===== src/dme_pkg.sv =====
package dme_pkg;

    // Access size of a load or store.
    typedef enum logic [1:0] {
        SIZE_BYTE = 2'd0,
        SIZE_HALF = 2'd1,
        SIZE_WORD = 2'd2
    } mem_size_e;

    // Control word that comes with each memory operation.
    typedef struct packed {
        logic      is_load;
        logic      is_store;
        mem_size_e size;
        logic      use_unsigned;   // Zero extension on loads.
    } mem_control_t;

    // Page offset width, the same for virtual and physical addresses.
    parameter int PAGE_BITS = 12;

endpackage

===== src/dme.sv =====
`timescale 1ns/1ns

module dme #(
    parameter int TLB_LINES   = 4,
    parameter int STB_LINES   = 4,
    parameter int CACHE_LINES = 8,
    parameter int CACHE_BYTES = 16,
    parameter int REG_WIDTH   = 32,
    parameter int VA_WIDTH    = 32,
    parameter int PA_WIDTH    = 32
) (
    input  logic                       clk,
    input  logic                       i_reset,
    input  dme_pkg::mem_control_t      i_control,
    input  logic [VA_WIDTH-1:0]        i_virtual_addr,
    input  logic [REG_WIDTH-1:0]       i_write_data,
    input  logic                       i_write_enable,
    input  logic [PA_WIDTH-1:0]        i_physical_addr,
    input  logic                       i_mem_enable,
    input  logic [CACHE_BYTES*8-1:0]   i_mem_data,
    output logic [REG_WIDTH-1:0]       o_data_loaded,
    output logic                       o_exception,
    output logic                       o_stall,
    output logic                       o_mem_enable,
    output logic                       o_mem_write,
    output logic [PA_WIDTH-1:0]        o_mem_addr,
    output logic [REG_WIDTH-1:0]       o_mem_data,
    output logic [REG_WIDTH/8-1:0]     o_mem_strobe
);

    logic [PA_WIDTH-1:0]    tlb_pa;
    logic                   tlb_miss;
    dme_pkg::mem_control_t  ctrl_q;     // Operation with faults removed.
    logic                   stb_push;
    logic                   stb_stall;
    logic                   stb_hit;
    logic [REG_WIDTH-1:0]   stb_data;
    logic                   drain;
    logic [PA_WIDTH-1:0]    drain_addr;
    logic [REG_WIDTH-1:0]   drain_data;
    logic [REG_WIDTH/8-1:0] drain_strobe;
    logic                   drain_ready;
    logic                   cache_stall;
    logic [REG_WIDTH-1:0]   cache_data;

    // A miss only faults when there is an access to translate.
    assign o_exception = tlb_miss && (i_control.is_load || i_control.is_store);

    always_comb begin
        ctrl_q          = i_control;
        ctrl_q.is_load  = i_control.is_load && !o_exception;
        ctrl_q.is_store = i_control.is_store && !o_exception;
    end

    assign stb_push      = ctrl_q.is_store && !o_stall;
    assign o_stall       = stb_stall || cache_stall;
    assign o_data_loaded = stb_hit ? stb_data : cache_data;

    tlb #(
        .N_LINES  (TLB_LINES),
        .VA_WIDTH (VA_WIDTH),
        .PA_WIDTH (PA_WIDTH)
    ) u_tlb (
        .clk             (clk),
        .i_reset         (i_reset),
        .i_write_enable  (i_write_enable),
        .i_virtual_addr  (i_virtual_addr),
        .i_physical_addr (i_physical_addr),
        .o_physical_addr (tlb_pa),
        .o_exception     (tlb_miss)
    );

    stb #(
        .N_LINES   (STB_LINES),
        .PA_WIDTH  (PA_WIDTH),
        .REG_WIDTH (REG_WIDTH)
    ) u_stb (
        .clk            (clk),
        .i_reset        (i_reset),
        .i_push         (stb_push),
        .i_control      (ctrl_q),
        .i_pa           (tlb_pa),
        .i_write_data   (i_write_data),
        .i_load         (ctrl_q.is_load),
        .i_drain_ready  (drain_ready),
        .o_full_stall   (stb_stall),
        .o_hit          (stb_hit),
        .o_read_data    (stb_data),
        .o_drain        (drain),
        .o_drain_addr   (drain_addr),
        .o_drain_data   (drain_data),
        .o_drain_strobe (drain_strobe)
    );

    dca #(
        .N_LINES   (CACHE_LINES),
        .N_BYTES   (CACHE_BYTES),
        .PA_WIDTH  (PA_WIDTH),
        .REG_WIDTH (REG_WIDTH)
    ) u_dca (
        .clk            (clk),
        .i_reset        (i_reset),
        .i_load         (ctrl_q.is_load),
        .i_control      (ctrl_q),
        .i_pa           (tlb_pa),
        .i_stb_hit      (stb_hit),
        .i_drain        (drain),
        .i_drain_addr   (drain_addr),
        .i_drain_data   (drain_data),
        .i_drain_strobe (drain_strobe),
        .i_mem_enable   (i_mem_enable),
        .i_mem_data     (i_mem_data),
        .o_stall        (cache_stall),
        .o_read_data    (cache_data),
        .o_drain_ready  (drain_ready),
        .o_mem_enable   (o_mem_enable),
        .o_mem_write    (o_mem_write),
        .o_mem_addr     (o_mem_addr),
        .o_mem_data     (o_mem_data),
        .o_mem_strobe   (o_mem_strobe)
    );

endmodule


===== src/dca.sv =====
`timescale 1ns/1ns

module dca #(
    parameter int N_LINES   = 8,
    parameter int N_BYTES   = 16,
    parameter int PA_WIDTH  = 32,
    parameter int REG_WIDTH = 32
) (
    input  logic                     clk,
    input  logic                     i_reset,
    input  logic                     i_load,
    input  dme_pkg::mem_control_t    i_control,
    input  logic [PA_WIDTH-1:0]      i_pa,
    input  logic                     i_stb_hit,
    input  logic                     i_drain,
    input  logic [PA_WIDTH-1:0]      i_drain_addr,
    input  logic [REG_WIDTH-1:0]     i_drain_data,
    input  logic [REG_WIDTH/8-1:0]   i_drain_strobe,
    input  logic                     i_mem_enable,
    input  logic [N_BYTES*8-1:0]     i_mem_data,
    output logic                     o_stall,
    output logic [REG_WIDTH-1:0]     o_read_data,
    output logic                     o_drain_ready,
    output logic                     o_mem_enable,
    output logic                     o_mem_write,
    output logic [PA_WIDTH-1:0]      o_mem_addr,
    output logic [REG_WIDTH-1:0]     o_mem_data,
    output logic [REG_WIDTH/8-1:0]   o_mem_strobe
);

    localparam int LINE_W = N_BYTES * 8;
    localparam int NB     = REG_WIDTH / 8;
    localparam int BOFF_W = $clog2(NB);
    localparam int LOFF_W = $clog2(N_BYTES);
    localparam int WSEL_W = LOFF_W - BOFF_W;
    localparam int IDX_W  = $clog2(N_LINES);
    localparam int TAG_W  = PA_WIDTH - LOFF_W - IDX_W;

    typedef enum logic {ST_IDLE, ST_REFILL} state_e;

    state_e               state;
    logic [N_LINES-1:0]   valid;
    logic [TAG_W-1:0]     tags  [N_LINES];
    logic [LINE_W-1:0]    lines [N_LINES];
    logic [PA_WIDTH-1:0]  miss_pa;          // Address of the line in flight.

    logic [IDX_W-1:0]     idx;
    logic [IDX_W-1:0]     d_idx;
    logic [IDX_W-1:0]     m_idx;
    logic [WSEL_W-1:0]    d_wsel;
    logic                 tag_hit;
    logic                 d_hit;
    logic                 lookup;
    logic                 miss;
    logic [REG_WIDTH-1:0] word;
    logic [REG_WIDTH-1:0] shifted;

    assign idx     = i_pa[LOFF_W +: IDX_W];
    assign d_idx   = i_drain_addr[LOFF_W +: IDX_W];
    assign m_idx   = miss_pa[LOFF_W +: IDX_W];
    assign d_wsel  = i_drain_addr[BOFF_W +: WSEL_W];
    assign tag_hit = valid[idx] && (tags[idx] == i_pa[PA_WIDTH-1 -: TAG_W]);
    assign d_hit   = valid[d_idx] && (tags[d_idx] == i_drain_addr[PA_WIDTH-1 -: TAG_W]);

    assign lookup = i_load && !i_stb_hit;   // Forwarded loads skip the cache.
    assign miss   = lookup && !tag_hit;

    assign o_stall       = (state == ST_REFILL) || miss;
    assign o_drain_ready = (state == ST_IDLE) && !miss; // Keeps the memory port free.

    assign word    = lines[idx][i_pa[BOFF_W +: WSEL_W] * REG_WIDTH +: REG_WIDTH];
    assign shifted = word >> {i_pa[BOFF_W-1:0], 3'b000};

    always_comb begin
        case (i_control.size)
            dme_pkg::SIZE_BYTE:
                o_read_data = i_control.use_unsigned ? REG_WIDTH'(shifted[7:0])
                            : {{(REG_WIDTH - 8){shifted[7]}}, shifted[7:0]};
            dme_pkg::SIZE_HALF:
                o_read_data = i_control.use_unsigned ? REG_WIDTH'(shifted[15:0])
                            : {{(REG_WIDTH - 16){shifted[15]}}, shifted[15:0]};
            default:
                o_read_data = shifted;
        endcase
    end

    always_ff @(posedge clk) begin
        if (i_reset) begin
            state        <= ST_IDLE;
            valid        <= '0;
            o_mem_enable <= 1'b0;
        end else begin
            o_mem_enable <= 1'b0;
            case (state)
                ST_IDLE: begin
                    if (i_drain) begin
                        o_mem_enable <= 1'b1;
                    end else if (miss) begin
                        o_mem_enable <= 1'b1;
                        state        <= ST_REFILL;
                    end
                end
                default: begin
                    if (i_mem_enable) begin
                        valid[m_idx] <= 1'b1;
                        state        <= ST_IDLE;
                    end
                end
            endcase
        end
    end

    // Request payload that is valid with o_mem_enable.
    always_ff @(posedge clk) begin
        if (i_drain) begin
            o_mem_write  <= 1'b1;
            o_mem_addr   <= i_drain_addr;
            o_mem_data   <= i_drain_data;
            o_mem_strobe <= i_drain_strobe;
        end else if ((state == ST_IDLE) && miss) begin
            o_mem_write <= 1'b0;
            o_mem_addr  <= {i_pa[PA_WIDTH-1:LOFF_W], LOFF_W'(0)};
            miss_pa     <= i_pa;
        end
    end

    always_ff @(posedge clk) begin
        if ((state == ST_REFILL) && i_mem_enable) begin
            lines[m_idx] <= i_mem_data;
            tags[m_idx]  <= miss_pa[PA_WIDTH-1 -: TAG_W];
        end else if (i_drain && d_hit) begin
            for (int b = 0; b < NB; b++) begin
                if (i_drain_strobe[b]) begin
                    lines[d_idx][d_wsel * REG_WIDTH + 8 * b +: 8] <= i_drain_data[8 * b +: 8];
                end
            end
        end
    end

    // One memory transaction at a time around a refill.
    assert property (@(posedge clk) disable iff (i_reset)
        (state == ST_REFILL) |-> !i_drain);
    assert property (@(posedge clk) disable iff (i_reset)
        i_mem_enable |-> (state == ST_REFILL));

endmodule


===== src/stb.sv =====
`timescale 1ns/1ns

module stb #(
    parameter int N_LINES   = 4,
    parameter int PA_WIDTH  = 32,
    parameter int REG_WIDTH = 32
) (
    input  logic                     clk,
    input  logic                     i_reset,
    input  logic                     i_push,
    input  dme_pkg::mem_control_t    i_control,
    input  logic [PA_WIDTH-1:0]      i_pa,
    input  logic [REG_WIDTH-1:0]     i_write_data,
    input  logic                     i_load,
    input  logic                     i_drain_ready,
    output logic                     o_full_stall,
    output logic                     o_hit,
    output logic [REG_WIDTH-1:0]     o_read_data,
    output logic                     o_drain,
    output logic [PA_WIDTH-1:0]      o_drain_addr,
    output logic [REG_WIDTH-1:0]     o_drain_data,
    output logic [REG_WIDTH/8-1:0]   o_drain_strobe
);

    localparam int NB    = REG_WIDTH / 8;
    localparam int OFF_W = $clog2(NB);
    localparam int PTR_W = $clog2(N_LINES);
    localparam int CNT_W = $clog2(N_LINES + 1);

    logic [PA_WIDTH-1:0]  ent_addr [N_LINES];  // Word aligned.
    logic [REG_WIDTH-1:0] ent_data [N_LINES];  // Bytes sit in their lanes.
    logic [NB-1:0]        ent_strb [N_LINES];
    logic [PTR_W-1:0]     wr_ptr;
    logic [PTR_W-1:0]     rd_ptr;
    logic [CNT_W-1:0]     count;
    logic                 full;
    logic                 empty;
    logic [NB-1:0]        acc_mask;
    logic                 fwd_found;
    logic [PTR_W-1:0]     fwd_idx;
    logic                 covered;
    logic [REG_WIDTH-1:0] fwd_shift;

    assign full  = (count == CNT_W'(N_LINES));
    assign empty = (count == '0);

    // Byte lanes touched by the current access.
    always_comb begin
        logic [NB-1:0] base;
        case (i_control.size)
            dme_pkg::SIZE_BYTE: base = NB'(1);
            dme_pkg::SIZE_HALF: base = NB'(3);
            default:            base = '1;
        endcase
        acc_mask = base << i_pa[OFF_W-1:0];
    end

    // Walk oldest to youngest, so the last overlap found is the youngest.
    always_comb begin
        logic [PTR_W-1:0] idx;
        idx       = rd_ptr;
        fwd_found = 1'b0;
        fwd_idx   = rd_ptr;
        for (int k = 0; k < N_LINES; k++) begin
            if ((CNT_W'(k) < count) &&
                (ent_addr[idx][PA_WIDTH-1:OFF_W] == i_pa[PA_WIDTH-1:OFF_W]) &&
                (|(ent_strb[idx] & acc_mask))) begin
                fwd_found = 1'b1;
                fwd_idx   = idx;
            end
            idx = (idx == PTR_W'(N_LINES - 1)) ? '0 : idx + 1'b1;
        end
    end

    assign covered   = ((ent_strb[fwd_idx] & acc_mask) == acc_mask);
    assign o_hit     = i_load && fwd_found && covered;
    assign fwd_shift = ent_data[fwd_idx] >> {i_pa[OFF_W-1:0], 3'b000};

    // Partial overlap waits for the store to leave.
    assign o_full_stall = (full && i_control.is_store) || (i_load && fwd_found && !covered);

    always_comb begin
        case (i_control.size)
            dme_pkg::SIZE_BYTE:
                o_read_data = i_control.use_unsigned ? REG_WIDTH'(fwd_shift[7:0])
                            : {{(REG_WIDTH - 8){fwd_shift[7]}}, fwd_shift[7:0]};
            dme_pkg::SIZE_HALF:
                o_read_data = i_control.use_unsigned ? REG_WIDTH'(fwd_shift[15:0])
                            : {{(REG_WIDTH - 16){fwd_shift[15]}}, fwd_shift[15:0]};
            default:
                o_read_data = fwd_shift;
        endcase
    end

    // A new store takes the cycle, draining uses the idle ones.
    assign o_drain        = !empty && i_drain_ready && !i_push;
    assign o_drain_addr   = ent_addr[rd_ptr];
    assign o_drain_data   = ent_data[rd_ptr];
    assign o_drain_strobe = ent_strb[rd_ptr];

    always_ff @(posedge clk) begin
        if (i_reset) begin
            wr_ptr <= '0;
            rd_ptr <= '0;
            count  <= '0;
        end else begin
            if (i_push) wr_ptr <= (wr_ptr == PTR_W'(N_LINES - 1)) ? '0 : wr_ptr + 1'b1;
            if (o_drain) rd_ptr <= (rd_ptr == PTR_W'(N_LINES - 1)) ? '0 : rd_ptr + 1'b1;
            count <= count + CNT_W'(i_push) - CNT_W'(o_drain);
        end
    end

    always_ff @(posedge clk) begin
        if (i_push) begin
            ent_addr[wr_ptr] <= {i_pa[PA_WIDTH-1:OFF_W], OFF_W'(0)};
            ent_data[wr_ptr] <= i_write_data << {i_pa[OFF_W-1:0], 3'b000};
            ent_strb[wr_ptr] <= acc_mask;
        end
    end

    assert property (@(posedge clk) disable iff (i_reset) i_push |-> !full);
    assert property (@(posedge clk) disable iff (i_reset)
        (wr_ptr == rd_ptr) == (empty || full));

endmodule


===== src/tlb.sv =====
`timescale 1ns/1ns

module tlb #(
    parameter int N_LINES  = 4,
    parameter int VA_WIDTH = 32,
    parameter int PA_WIDTH = 32
) (
    input  logic                  clk,
    input  logic                  i_reset,
    input  logic                  i_write_enable,
    input  logic [VA_WIDTH-1:0]   i_virtual_addr,
    input  logic [PA_WIDTH-1:0]   i_physical_addr,
    output logic [PA_WIDTH-1:0]   o_physical_addr,
    output logic                  o_exception
);

    localparam int OFF_W = dme_pkg::PAGE_BITS;
    localparam int VPN_W = VA_WIDTH - OFF_W;
    localparam int PPN_W = PA_WIDTH - OFF_W;
    localparam int PTR_W = $clog2(N_LINES);

    logic [N_LINES-1:0] valid;
    logic [VPN_W-1:0]   vpn [N_LINES];
    logic [PPN_W-1:0]   ppn [N_LINES];
    logic [PTR_W-1:0]   rr_ptr;            // Next victim for a new page.
    logic [N_LINES-1:0] match;
    logic [PPN_W-1:0]   hit_ppn;
    logic [PTR_W-1:0]   hit_idx;
    logic [PTR_W-1:0]   victim;

    always_comb begin
        hit_ppn = '0;
        hit_idx = '0;
        for (int i = 0; i < N_LINES; i++) begin
            match[i] = valid[i] && (vpn[i] == i_virtual_addr[VA_WIDTH-1:OFF_W]);
            if (match[i]) begin
                hit_ppn = ppn[i];
                hit_idx = PTR_W'(i);
            end
        end
    end

    assign victim          = (|match) ? hit_idx : rr_ptr; // Known page is overwritten.
    assign o_physical_addr = {hit_ppn, i_virtual_addr[OFF_W-1:0]};
    assign o_exception     = ~|match;

    always_ff @(posedge clk) begin
        if (i_reset) begin
            valid  <= '0;
            rr_ptr <= '0;
        end else if (i_write_enable) begin
            valid[victim] <= 1'b1;
            if (!(|match)) begin
                rr_ptr <= (rr_ptr == PTR_W'(N_LINES - 1)) ? '0 : rr_ptr + 1'b1;
            end
        end
    end

    always_ff @(posedge clk) begin
        if (i_write_enable) begin
            vpn[victim] <= i_virtual_addr[VA_WIDTH-1:OFF_W];
            ppn[victim] <= i_physical_addr[PA_WIDTH-1:OFF_W];
        end
    end

    // A page never lives in two entries.
    for (genvar i = 0; i < N_LINES; i++) begin : g_uniq
        for (genvar j = i + 1; j < N_LINES; j++) begin : g_pair
            assert property (@(posedge clk) disable iff (i_reset)
                !(valid[i] && valid[j] && (vpn[i] == vpn[j])));
        end
    end

endmodule


===== config.mk =====
export PLATFORM = sky130hd
export DESIGN_NAME = dme
export DESIGN_NICKNAME = d
export VERILOG_FILES = /design/src/dme_pkg.sv /design/src/dme.sv /design/src/dca.sv /design/src/stb.sv /design/src/tlb.sv
export SDC_FILE = /design/constraint.sdc
export NUM_CORES = 2
export LEC_CHECK = 0
export BUFFER_PORTS_ARGS = -buffer_cell sky130_fd_sc_hd__buf_2
export CAP_MARGIN = 5
export CORE_MARGIN = 2
export CORE_UTILIZATION = 55
export CTS_CLUSTER_SIZE = 25
export DETAILED_ROUTE_END_ITERATION = 12
export PLACE_DENSITY = 0.71
export SLEW_MARGIN = 20
export SYNTH_ARGS = -nofsm -noshare
export SYNTH_HDL_FRONTEND = slang
export SYNTH_HIERARCHICAL = 1
export SYNTH_SLANG_ARGS = --single-unit

===== constraint.sdc =====
create_clock -name clk -period 29 [get_ports clk]
set_input_delay 4.35 -clock clk [delete_from_list [all_inputs] [get_ports clk]]
set_output_delay 4.35 -clock clk [all_outputs]
set_load 0.005 [all_outputs]

==> summary.md <==
| Metric | Value |
|---|---|
| CTS tree | `built` |
| DR WL/cell | `31.90 µm` |
| Initial antenna violation count | `14` |
| Top cells by area, synth | `edfxtp_1 (64%), mux4_2 (13%), mux2i_1 (4.0%), xnor2_1 (2.1%), nand2_1 (1.5%)` |
| Crit path arrival time | `13600 ps` |
| Worst R2R Setup Slack | `14950 ps` |
| Yosys cell types | `106` |
| Actual slew at the worst max-slew pin | `1233 ps` |
| Share of layout cells above drive strength 1 | `26.53%` |
| Final setup fails | `0` |
| Largest net degree at the start of global routing | `90` |
| Fmax | `55.70 MHz` |
| DRC Markers | `0` |
| Setup TNS | `0 ps` |
| Max-cap violations | `0` |
| Post-CTS Resized | `0` |
| Synthesized area | `81860 µm²` |
| Port bufs | `324` |
| Syn Inst Count | `4869` |
| Detailed placement HPWL | `154.2 mm` |
| Tot GR Track Use | `30.18%` |
| Status | `finished, final reports clean` |
| Mean post-synth cell area | `16.81 µm²` |
| Final period util | `61.91%` |
| Area share of the leading cell type in the synthesized netlist | `63.97%` |
| Endpoint class of the critical path | `output pin` |
| Post-CTS Setup Bufs | `0` |
| Worst min path class | `reg2reg` |
| CTS Buffer Depth | `3` |
| Worst R2R Start | `u_stb/rd_ptr[0]$_SDFFE_PP0P_` |
| H-tree Lvls | `4` |
| Overflow left after global routing | `0` |
| Routed WL | `231.3 mm` |
| CTS Hold Buffers Added | `0` |
| Min Tclk post-route | `17950 ps` |
| Core Area | `147800 µm²` |
| Critical Path RT | `24650 ps` |
| First-pass GRT wire length | `328.1 mm` |
| Die W | `389.8 µm` |
| Final ANT Viol Nets | `0` |
| CP Max Fanout | `61` |
| Crit path from | `i_virtual_addr[23]` |
| Cts bufs inserted | `177` |
| Reg2reg end | `u_dca/lines[3][77]$_DFFE_PP_` |
| Clk pin slew, worst setup/hold paths | `60 ps` |
| Critical Path Source Type | `input pin` |
| Routability congestion estimate | `0.9471` |
| IO Pins | `337` |
| Seq cells post-synth | `1770` |
| Number of vias per cell | `6.740` |
| Setup crit end | `o_data_loaded[11]` |
| Total Power Consumption | `7.154 mW` |
| Vias in the first global route | `47.00k` |
| Clock net sink count | `1770` |
| Die Area | `151900 µm²` |
| Area Overhead vs Synth | `11.18%` |
| Fin. Hold Viols | `0` |
| Asr flop ratio synth | `0%` |
| Post-synth top area cell | `edfxtp_1` |
| Worst Skew | `64.24 ps` |
| Yosys Warn Count | `6` |
| Slew Limit Fails | `0` |
| Setup CP Type | `in2out` |
| Rows | `141` |
| Drt pass-1 iters | `6` |
| Sequential area share after synthesis | `64.61%` |
| Routed via count | `48.87k` |
| Slew HR | `17.31%` |
| Clk Latency, worst-skew pair | `840 ps` |
| Prevailing post-synth register cell | `edfxtp_1` |
| DR iter-0 viols | `6867` |
| Peak supply drop | `63.75 µV` |
| RSZ-0062 raised after global routing | `false` |
| R2R cell count | `31` |
| Pleak | `31.25 nW` |
| Root Buffer Master | `clkbuf_16` |
| Nets | `5422` |
| Die Span Y | `389.8 µm` |
| Most common cell after layout, fill and taps aside | `edfxtp_1` |
| Post-synth EDFFs | `1744` |
| Most frequent cells in the layout | `edfxtp_1 (1744), mux4_2 (483), nand2_1 (328), mux2i_1 (326), buf_2 (319)` |
| Starting density of the core | `55.37%` |
| PwrDens | `78.61 nW/µm²` |
[synthesized netlist by cell type, drive strengths merged, types with 14 or more instances]
library cell  instances
o22ai                27
o21ai               252
a21oi                80
a22oi                37
nand3                37
nor3b                14
xor2                 69
clkbuf              158
nand2               329
nor4                 38
dfxtp                26
mux4                485
ha                   17
nand2b               20
and2                 25
a211oi               28
nor3                 27
nor2                153
inv                  56
a221oi               46
buf                 166
mux2                173
a211o                17
nor2b                43
xnor2               193
edfxtp             1744
nand4                58
mux2i               329
and3                 38
or2                  15
[registers in the layout, indices dropped and copies added (netlist names), 28 cells and up, named ones only]
name / flops
u_dca/tags: 200
u_tlb/vpn: 80
u_dca/miss_pa: 28
u_dca/o_mem_data: 32
u_dca/o_mem_addr: 32
u_stb/ent_addr: 120
u_tlb/ppn: 80
u_dca/lines: 1024
u_stb/ent_data: 128
[worst max-delay path, stage by stage]
cell,delay [ps]
buf_2,170
xor2_1,190
or4_4,540
nor4_2,350
nand4_2,150
buf_4,280
mux2_1,340
mux2_2,260
mux2_4,380
xnor2_1,450
nand2_1,130
or3_1,440
or4_1,570
nor4_1,950
nor4_2,80
buf_4,230
nor2_8,220
buf_4,870
mux2i_1,220
mux4_2,590
a211oi_2,400
nor3b_4,820
a211o_1,230
mux2_4,190
buf_2,110
[metal layers]
metal,routed length (µm),vias to the layer above,GRT usage [%]
met5,77,-,0.2233
met4,12620,6,14.92
met3,26230,483,7.261
met2,106700,3087,45.73
met1,85690,25120,41.34
li1,-,20170,-
[final cells by class]
class                   count  area (µm²)
multi-input cells        2720       27200
clock buffers             227        4659
flip-flops and latches   1770       52900
diodes                      5       12.51
clock inverters            96        1006
well taps                1930        2415
inverters                  56       210.2
fillers                 10700       56830
repair buffers            446        2605
[through the flow]
step                hold slack, ps  instances  area [µm²]  utilization (%)  setup WS (ps)
global placement             450.8       6920       85280            57.69          11370
detailed placement           474.5       6920       85290            57.69          11190
CTS                          499.0       7243       90950            61.52          11290
global route                 525.6       7248       91010            61.56          10890
floorplan                    443.2       4870       81860                -          11650
finish                       497.3       7250       91010            61.56          11050
[worst min-delay path by stage]
| stage | startpoint | end | slack, ps | cells past startpoint |
|---|---|---|---|---|
| finish | u_dca/valid[2]$_SDFFE_PP0P_ | u_dca/valid[2]$_SDFFE_PP0P_ | 500 | 2 |
| global route | u_dca/valid[3]$_SDFFE_PP0P_ | u_dca/valid[3]$_SDFFE_PP0P_ | 530 | 2 |
| CTS | u_dca/valid[3]$_SDFFE_PP0P_ | u_dca/valid[3]$_SDFFE_PP0P_ | 500 | 2 |
| detailed placement | u_dca/valid[6]$_SDFFE_PP0P_ | u_dca/valid[6]$_SDFFE_PP0P_ | 470 | 2 |
| global placement | u_dca/valid[6]$_SDFFE_PP0P_ | u_dca/valid[6]$_SDFFE_PP0P_ | 450 | 2 |
| floorplan | u_dca/valid[6]$_SDFFE_PP0P_ | u_dca/valid[6]$_SDFFE_PP0P_ | 440 | 2 |
[cells by family (layout without fill, tap and decap cells)]
family | after synthesis | in the layout | share of synthesized area [%]
buffers and inverters | 380 | 825 | 2.287
AND/OR/NAND/NOR | 845 | 845 | 5.146
flip-flops | 1770 | 1770 | 64.61
other | 1 | 7 | 0.004581
multiplexers | 987 | 987 | 20.00
adder cells (fa/ha/maj) | 18 | 18 | 0.2843
AO/OA/AOI/OAI | 606 | 606 | 4.839
XOR/XNOR | 262 | 262 | 2.826
[power by group]
| part | switching (mW) | internal [mW] | total (mW) |
|---|---|---|---|
| logic | 1.22 | 0.726 | 1.94 |
| clock network | 0.980 | 1.26 | 2.24 |
| registers | 0.0710 | 2.90 | 2.97 |
Note: power is estimated with default switching activity, not from simulation.
